[config.mk]
export PLATFORM = sky130hd
export DESIGN_NAME = cpu_core
export DESIGN_NICKNAME = d
export VERILOG_FILES = /design/src/hw/core_pkg.sv /design/src/hw/isa_pkg.sv /design/src/hw/ctrl_if.sv /design/src/hw/alu.sv /design/src/hw/control_decoder.sv /design/src/hw/cpu_core.sv /design/src/hw/fetch_unit.sv /design/src/hw/reg_file.sv
export SDC_FILE = /design/constraint.sdc
export NUM_CORES = 1
export LEC_CHECK = 0
export ABC_CLOCK_PERIOD_IN_PS = 6630
export BUFFER_PORTS_ARGS = -buffer_cell sky130_fd_sc_hd__buf_2
export CAP_MARGIN = 5
export CORE_UTILIZATION = 30
export DETAILED_ROUTE_END_ITERATION = 7
export HOLD_SLACK_MARGIN = 0.05
export MAX_ROUTING_LAYER = met4
export SLEW_MARGIN = 25
export SYNTH_ARGS = -nofsm -noshare
export SYNTH_HDL_FRONTEND = slang
export SYNTH_SLANG_ARGS = --single-unit
[constraint.sdc]
create_clock -name CLK -period 6.63 [get_ports CLK]
set_input_delay 0.663 -clock CLK [delete_from_list [all_inputs] [get_ports CLK]]
set_output_delay 0.663 -clock CLK [all_outputs]
set_load 0.01 [all_outputs]
[src/hw/core_pkg.sv]
`default_nettype none

package core_pkg;

    localparam int XLEN     = 8;
    localparam int NUM_REGS = 8;
    localparam int ADDR_W   = 32;

    typedef logic [XLEN-1:0]             word_t;
    typedef logic [$clog2(NUM_REGS)-1:0] reg_idx_t;
    typedef logic [ADDR_W-1:0]           addr_t;    // byte address

    localparam addr_t PC_STEP = 32'd4;               // one instruction word

    typedef enum logic [2:0] {
        FWD = 3'd0,    // pass second operand through
        ADD = 3'd1,
        AND = 3'd2,
        OR  = 3'd3
    } alu_op_e;

endpackage

`default_nettype wire

[src/hw/isa_pkg.sv]
`default_nettype none

package isa_pkg;

    localparam int INSTR_W = 32;
    localparam int OPC_W   = 8;
    localparam int IMM_W   = 8;
    localparam int OFS_W   = 8;    // signed, counted in instruction words

    // lowest bit of each field in the instruction word
    localparam int OPC_LSB = 24;
    localparam int RD_LSB  = 16;
    localparam int RS1_LSB = 8;
    localparam int RS2_LSB = 0;
    localparam int IMM_LSB = 0;    // same bits as rs2
    localparam int OFS_LSB = 16;   // same bits as rd

    // opcodes this core executes; any other value is a no-op
    typedef enum logic [OPC_W-1:0] {
        OPC_LOADI = 8'd0,
        OPC_MOV   = 8'd1,
        OPC_ADD   = 8'd2,
        OPC_SUB   = 8'd3,
        OPC_AND   = 8'd4,
        OPC_OR    = 8'd5,
        OPC_J     = 8'd6,
        OPC_BEQ   = 8'd7,
        OPC_BNE   = 8'd12
    } opcode_e;

endpackage

`default_nettype wire

[src/hw/ctrl_if.sv]
`timescale 1ns/1ps
`default_nettype none

interface ctrl_if;

    core_pkg::alu_op_e  alu_op;
    logic               negate_b;   // sub and both branches
    logic               use_imm;    // loadi
    logic               reg_write;
    logic               branch_eq;
    logic               branch_ne;
    logic               jump;
    core_pkg::reg_idx_t rd;
    core_pkg::reg_idx_t rs1;
    core_pkg::reg_idx_t rs2;
    core_pkg::word_t    imm;
    core_pkg::word_t    offset;     // signed word offset

    modport decoder (
        output alu_op, negate_b, use_imm, reg_write,
        output branch_eq, branch_ne, jump,
        output rd, rs1, rs2, imm, offset
    );

    modport exec (
        input alu_op, negate_b, use_imm, reg_write,
        input branch_eq, branch_ne, jump,
        input rd, rs1, rs2, imm, offset
    );

endinterface

`default_nettype wire

[src/hw/alu.sv]
`timescale 1ns/1ps
`default_nettype none

module alu
(
    ctrl_if.exec                 ctrl,
    input  wire core_pkg::word_t op_a,
    input  wire core_pkg::word_t op_b,
    output core_pkg::word_t      result,
    output logic                 zero
);

    core_pkg::word_t operand_b;

    // immediate wins over negation, loadi never negates
    assign operand_b = ctrl.use_imm  ? ctrl.imm
                     : ctrl.negate_b ? ~op_b + 1'b1
                     : op_b;

    always_comb
    begin
        case (ctrl.alu_op)
            core_pkg::FWD: result = operand_b;
            core_pkg::ADD: result = op_a + operand_b;    // wraps at 8 bits
            core_pkg::AND: result = op_a & operand_b;
            core_pkg::OR:  result = op_a | operand_b;
            default:       result = operand_b;
        endcase
    end

    assign zero = (result == '0);    // branch compare outcome

endmodule

`default_nettype wire

[src/hw/control_decoder.sv]
`timescale 1ns/1ps
`default_nettype none

module control_decoder
(
    input  wire [isa_pkg::INSTR_W-1:0] instruction,
    ctrl_if.decoder                    ctrl
);

    isa_pkg::opcode_e opcode;

    assign opcode = isa_pkg::opcode_e'(instruction[isa_pkg::OPC_LSB +: isa_pkg::OPC_W]);

    // field split, immediate and offset overlap the register fields
    assign ctrl.rd     = instruction[isa_pkg::RD_LSB  +: $bits(core_pkg::reg_idx_t)];
    assign ctrl.rs1    = instruction[isa_pkg::RS1_LSB +: $bits(core_pkg::reg_idx_t)];
    assign ctrl.rs2    = instruction[isa_pkg::RS2_LSB +: $bits(core_pkg::reg_idx_t)];
    assign ctrl.imm    = instruction[isa_pkg::IMM_LSB +: isa_pkg::IMM_W];
    assign ctrl.offset = instruction[isa_pkg::OFS_LSB +: isa_pkg::OFS_W];

    always_comb
    begin
        ctrl.alu_op    = core_pkg::FWD;    // everything off unless set below
        ctrl.negate_b  = 1'b0;
        ctrl.use_imm   = 1'b0;
        ctrl.reg_write = 1'b0;
        ctrl.branch_eq = 1'b0;
        ctrl.branch_ne = 1'b0;
        ctrl.jump      = 1'b0;

        case (opcode)
            isa_pkg::OPC_LOADI:
            begin
                ctrl.use_imm   = 1'b1;
                ctrl.reg_write = 1'b1;
            end
            isa_pkg::OPC_MOV:
            begin
                ctrl.reg_write = 1'b1;    // forwards rs2
            end
            isa_pkg::OPC_ADD:
            begin
                ctrl.alu_op    = core_pkg::ADD;
                ctrl.reg_write = 1'b1;
            end
            isa_pkg::OPC_SUB:
            begin
                ctrl.alu_op    = core_pkg::ADD;
                ctrl.negate_b  = 1'b1;
                ctrl.reg_write = 1'b1;
            end
            isa_pkg::OPC_AND:
            begin
                ctrl.alu_op    = core_pkg::AND;
                ctrl.reg_write = 1'b1;
            end
            isa_pkg::OPC_OR:
            begin
                ctrl.alu_op    = core_pkg::OR;
                ctrl.reg_write = 1'b1;
            end
            isa_pkg::OPC_J:
            begin
                ctrl.jump = 1'b1;
            end
            isa_pkg::OPC_BEQ:
            begin
                ctrl.alu_op    = core_pkg::ADD;    // rs1 - rs2 feeds zero flag
                ctrl.negate_b  = 1'b1;
                ctrl.branch_eq = 1'b1;
            end
            isa_pkg::OPC_BNE:
            begin
                ctrl.alu_op    = core_pkg::ADD;
                ctrl.negate_b  = 1'b1;
                ctrl.branch_ne = 1'b1;
            end
            default:
            begin
                ctrl.reg_write = 1'b0;    // unused opcode retires as a no-op
            end
        endcase
    end

    // sampled on every instruction change, so each word's bundle gets checked
    assert property (@(instruction) $onehot0({ctrl.branch_eq, ctrl.branch_ne, ctrl.jump}))
        else $error("decoder asserted more than one of beq, bne and j");

endmodule

`default_nettype wire

[src/hw/cpu_core.sv]
`timescale 1ns/1ps
`default_nettype none

module cpu_core
(
    input  wire                        CLK,
    input  wire                        RESET,
    output core_pkg::addr_t            fetch_addr,
    input  wire [isa_pkg::INSTR_W-1:0] instruction,
    output logic                       retire_valid,
    output core_pkg::addr_t            retire_pc,
    output logic                       wb_en,
    output core_pkg::reg_idx_t         wb_addr,
    output core_pkg::word_t            wb_data
);

    ctrl_if ctrl ();

    core_pkg::word_t rdata1;
    core_pkg::word_t rdata2;
    core_pkg::word_t alu_result;
    logic            zero;
    logic            write_en;

    assign write_en = ctrl.reg_write & retire_valid;    // no write from a squashed slot

    // writeback taps the register file write port
    assign wb_en   = write_en;
    assign wb_addr = ctrl.rd;
    assign wb_data = alu_result;

    control_decoder u_decoder (
        .instruction (instruction),
        .ctrl        (ctrl.decoder)
    );

    reg_file u_reg_file (
        .CLK        (CLK),
        .RESET      (RESET),
        .ctrl       (ctrl.exec),
        .write_en   (write_en),
        .write_data (alu_result),
        .rdata1     (rdata1),
        .rdata2     (rdata2)
    );

    alu u_alu (
        .ctrl   (ctrl.exec),
        .op_a   (rdata1),
        .op_b   (rdata2),
        .result (alu_result),
        .zero   (zero)
    );

    fetch_unit u_fetch (
        .CLK        (CLK),
        .RESET      (RESET),
        .ctrl       (ctrl.exec),
        .zero       (zero),
        .fetch_addr (fetch_addr),
        .exec_pc    (retire_pc),
        .exec_valid (retire_valid)
    );

endmodule

`default_nettype wire

[src/hw/fetch_unit.sv]
`timescale 1ns/1ps
`default_nettype none

module fetch_unit
(
    input  wire           CLK,
    input  wire           RESET,
    ctrl_if.exec          ctrl,
    input  wire           zero,
    output core_pkg::addr_t fetch_addr,
    output core_pkg::addr_t exec_pc,
    output logic          exec_valid
);

    logic            taken;
    core_pkg::addr_t offset_words;
    core_pkg::addr_t target;

    // squashed slot carries a stale bundle
    assign taken = exec_valid & (ctrl.jump
                               | (ctrl.branch_eq & zero)
                               | (ctrl.branch_ne & ~zero));

    assign offset_words = {{(core_pkg::ADDR_W - isa_pkg::OFS_W){ctrl.offset[isa_pkg::OFS_W-1]}},
                           ctrl.offset[isa_pkg::OFS_W-1:0]};

    // relative to the address after the executing instruction
    assign target = exec_pc + core_pkg::PC_STEP + offset_words * core_pkg::PC_STEP;

    always_ff @(posedge CLK)
    begin
        if (RESET)
        begin
            fetch_addr <= '0;
            exec_valid <= 1'b0;
        end
        else
        begin
            fetch_addr <= taken ? target : fetch_addr + core_pkg::PC_STEP;
            exec_valid <= ~taken;    // word already in flight is wrong path
        end
    end

    // instruction memory samples fetch_addr at this same edge
    always_ff @(posedge CLK)
    begin
        exec_pc <= fetch_addr;
    end

    assert property (@(posedge CLK) disable iff (RESET) fetch_addr[1:0] == 2'b00)
        else $error("fetch address 0x%08h not word aligned", fetch_addr);

endmodule

`default_nettype wire

[src/hw/reg_file.sv]
`timescale 1ns/1ps
`default_nettype none

module reg_file
(
    input  wire                  CLK,
    input  wire                  RESET,
    ctrl_if.exec                 ctrl,
    input  wire                  write_en,
    input  wire core_pkg::word_t write_data,
    output core_pkg::word_t      rdata1,
    output core_pkg::word_t      rdata2
);

    core_pkg::word_t regs [core_pkg::NUM_REGS];

    // combinational reads, a write shows up after the edge
    assign rdata1 = regs[ctrl.rs1];
    assign rdata2 = regs[ctrl.rs2];

    always_ff @(posedge CLK)
    begin
        if (RESET)
        begin
            for (int i = 0; i < core_pkg::NUM_REGS; i++)
            begin
                regs[i] <= '0;
            end
        end
        else if (write_en)
        begin
            regs[ctrl.rd] <= write_data;
        end
    end

    // rd comes from the decoder through the bundle, write_en from the top
    assert property (@(posedge CLK) disable iff (RESET) write_en |-> !$isunknown(ctrl.rd))
        else $error("register write with unknown destination index");

endmodule

`default_nettype wire

==> impl_metrics.json <==
{
  "die_area_um2": 29840,
  "power.density_nw_per_um2": 208.6,
  "synth.top_cell.area_share_pct": 21.98,
  "viasPerCell": 5.141,
  "fill_cells": 2919,
  "path_cells": "buf_2 > mux4_2 > mux2i_1 > ha_1 > nor2_1 > xnor2_1 > nor2_1 > nor2_1 > ha_1 > a21oi_1 > o21ai_0 > nand2_1 > nor2_1 > o21a_1 > o21a_1 > nor2b_1 > a311o_1 > buf_4 > inv_1 > buf_2",
  "root_buffer": "clkbuf_16",
  "slew_viol_final": 0,
  "netlist_top_cells_count": "nor2_1, ha_1, dfxtp_1",
  "drive_above_1_share_pct": 20.10,
  "drt-total-wl_um": 23620,
  "relSlewSlack_pct": 47.97,
  "gp_congestion": 0.9031,
  "stdcell_count": 1374,
  "cp.arrival_ps": 4780,
  "synthToLayoutAreaGrowth_pct": 17.08,
  "status": "finished clean",
  "yosysTopAreaCell": "edfxtp_1",
  "vias": 7064,
  "yosys-top-cells-area": "edfxtp_1, dfxtp_1, ha_1",
  "fp.dieW_um": 172.7,
  "nNetsFinal": 1088,
  "antenna_found_initial": 0,
  "worst_pin_slew_ps": 774.6,
  "ys.flop_type": "dfxtp_1",
  "cp-start-kind": "input port",
  "fmaxAchievable_ghz": 0.1838,
  "initial_core_util_pct": 30.47,
  "clk_pin_slew_ps": 60,
  "fin_crit_sh_pct": 82.04,
  "hold_buffers": 0,
  "multiInputGateArea_um2": 5139,
  "ios": 111,
  "synthCells": 879,
  "ant_nets": 0,
  "ctsResizeCount": 0,
  "synth-seq-cells": 129,
  "irDropWorstVdd_mv": 0.1586,
  "synthArstFlopShare_pct": 0,
  "synth_edf_count": 64,
  "seqCellArea_um2": 3223,
  "drt_iter0_drc": 416,
  "finalSetupViolCount": 0,
  "hold_violations": 0,
  "wl_per_cell_um": 17.19,
  "slowest_stage": "mux4_2",
  "ys_types": 72,
  "hpwl_um": 18090,
  "syn_area_um2": 8745,
  "clockBufferDepth": 2,
  "grt_max_degree": 33,
  "avgSynthCellArea_um2": 9.948,
  "cts_tree": "yes",
  "grt_usage_pct": 16.46,
  "fin_setup_tns_ps": 0,
  "cts_max_level": 4,
  "syn_nets": 990,
  "dpl-instance-area_um2": 9641,
  "postCtsSetupRepairBufs": 0,
  "synth_most_common_cell": "nor2_1",
  "synth_warnings": 0,
  "holdCritPathClass": "reg2reg",
  "cp-end-kind": "output port",
  "crit_top_cell": "nor2_1",
  "antenna_cells": 0,
  "drtPass1Iterations": 5,
  "worstPathMaxFanout": 18,
  "seq_area_frac_synth_pct": 36.86,
  "clk_latency_ps": 420,
  "clkSinkCount": 129,
  "worstSetupPathType": "in2out",
  "drc_errors": 0,
  "maxCapViolCount": 0,
  "num_rows": 62,
  "grt_pass1_vias": 6859,
  "overflow": 0,
  "power.leakage_uw": 0.004723,
  "total_power_uw": 2136,
  "core_area_um2": 28700,
  "port_buffers": 105,
  "required_ps": 5970,
  "layout_min_cycle_time_ps": 5439,
  "design_area_um2": 10240,
  "grt_pass1_wl_um": 37790,
  "worst_clock_skew_ps": 12.09,
  "placed_cells": 1342,
  "cts_buffers": 17,
  "die_y_um": 172.7,
  "rsz0062_at_grt": "false",
  "critical_path.max_stage_delay_ps": 560
}
-- critical path: cells and delay by family --
kind	cells	cell delay (ps)
and+or+nand+nor	6	700
AOI/OAI and AO/OA	5	1250
buffers and inverters	4	770
adders and majority gates	2	480
xor gates and xnor gates	1	140
muxes	2	780
-- final cells by class --
class,instances,area share [%]
inverters,46,1.711
flip-flops and latches,129,31.48
clock inverters,15,1.686
multi-input cells,665,50.19
well taps,384,4.693
clock buffers,17,4.155
repair buffers,118,6.086
-- sequential cells by signal, summed over array words and instances (netlist names) --
register / count
u_reg_file.regs: 64
u_fetch.exec_pc: 32
u_fetch.fetch_addr: 32
u_fetch.exec_valid: 1
-- cells in the final DEF (no fill, tap or decap), types with 4 or more instances in the layout --
cell type	n
a211oi_1	6
a21o_1	18
a21oi_1	44
a22oi_1	9
and3_1	13
buf_2	105
buf_4	13
clkbuf_16	17
dfxtp_1	65
edfxtp_1	64
ha_1	75
inv_1	42
inv_6	6
mux2i_1	25
mux4_2	26
nand2_1	53
nand2b_1	9
nand3_1	32
nand4_1	7
nor2_1	108
nor2b_1	13
nor3_1	15
o211a_1	22
o211ai_1	7
o21a_1	8
o21ai_0	23
o21ai_1	20
o21bai_1	4
o31ai_1	5
or3_1	4
xnor2_1	39
xor2_1	26
-- routing by layer --
layer	share of wire [%]	global-route usage [%]	vias up
li1	-	-	3433
met1	47	21.64	3420
met2	47	26.14	191
met3	5.3	2.990	20
met4	1.2	4.056	0
met5	0	-	-
-- final timing paths --
| path | slack, ps | depth (start not counted) | end | startpoint |
|---|---|---|---|---|
| worst min-delay path | 370 | 0 | u_fetch.exec_pc[0] | u_fetch.fetch_addr[0] |
| worst max register to register | 1540 | 19 | u_fetch.fetch_addr[18] | u_reg_file.regs[6][1] |
| worst max-delay path | 1190 | 20 | wb_data[7] | instruction[1] |
| worst min register to register | 370 | 0 | u_fetch.exec_pc[0] | u_fetch.fetch_addr[0] |
-- cell families after synthesis --
family | Yosys count | synth area share (%)
xor+xnor | 66 | 6.696
mux | 53 | 9.858
fa+ha+maj | 77 | 11.19
simple gates | 268 | 14.42
compound gates | 201 | 16.54
buf+inv | 85 | 4.436
flops | 129 | 36.86
-- power breakdown --
| group | total, uW | internal [uW] | switching [uW] |
|---|---|---|---|
| Clock | 957 | 565 | 392 |
| Combinational | 310 | 126 | 184 |
| Sequential | 869 | 854 | 15.4 |
| Total | 2140 | 1540 | 592 |
-- through the flow --
step | worst slack, ps | hold WS, ps | utilization [%]
2_1_floorplan | 1509 | 393.2 | -
3_3_place_gp | 828.1 | 363.1 | 33.59
3_5_place_dp | 798.9 | 366.0 | 33.59
4_1_cts | 1115 | 379.6 | 35.67
5_1_grt | 807.9 | 380.6 | 35.67
6_report | 1191 | 374.7 | 35.67
No activity file was read; power rests on OpenSTA's default activity.
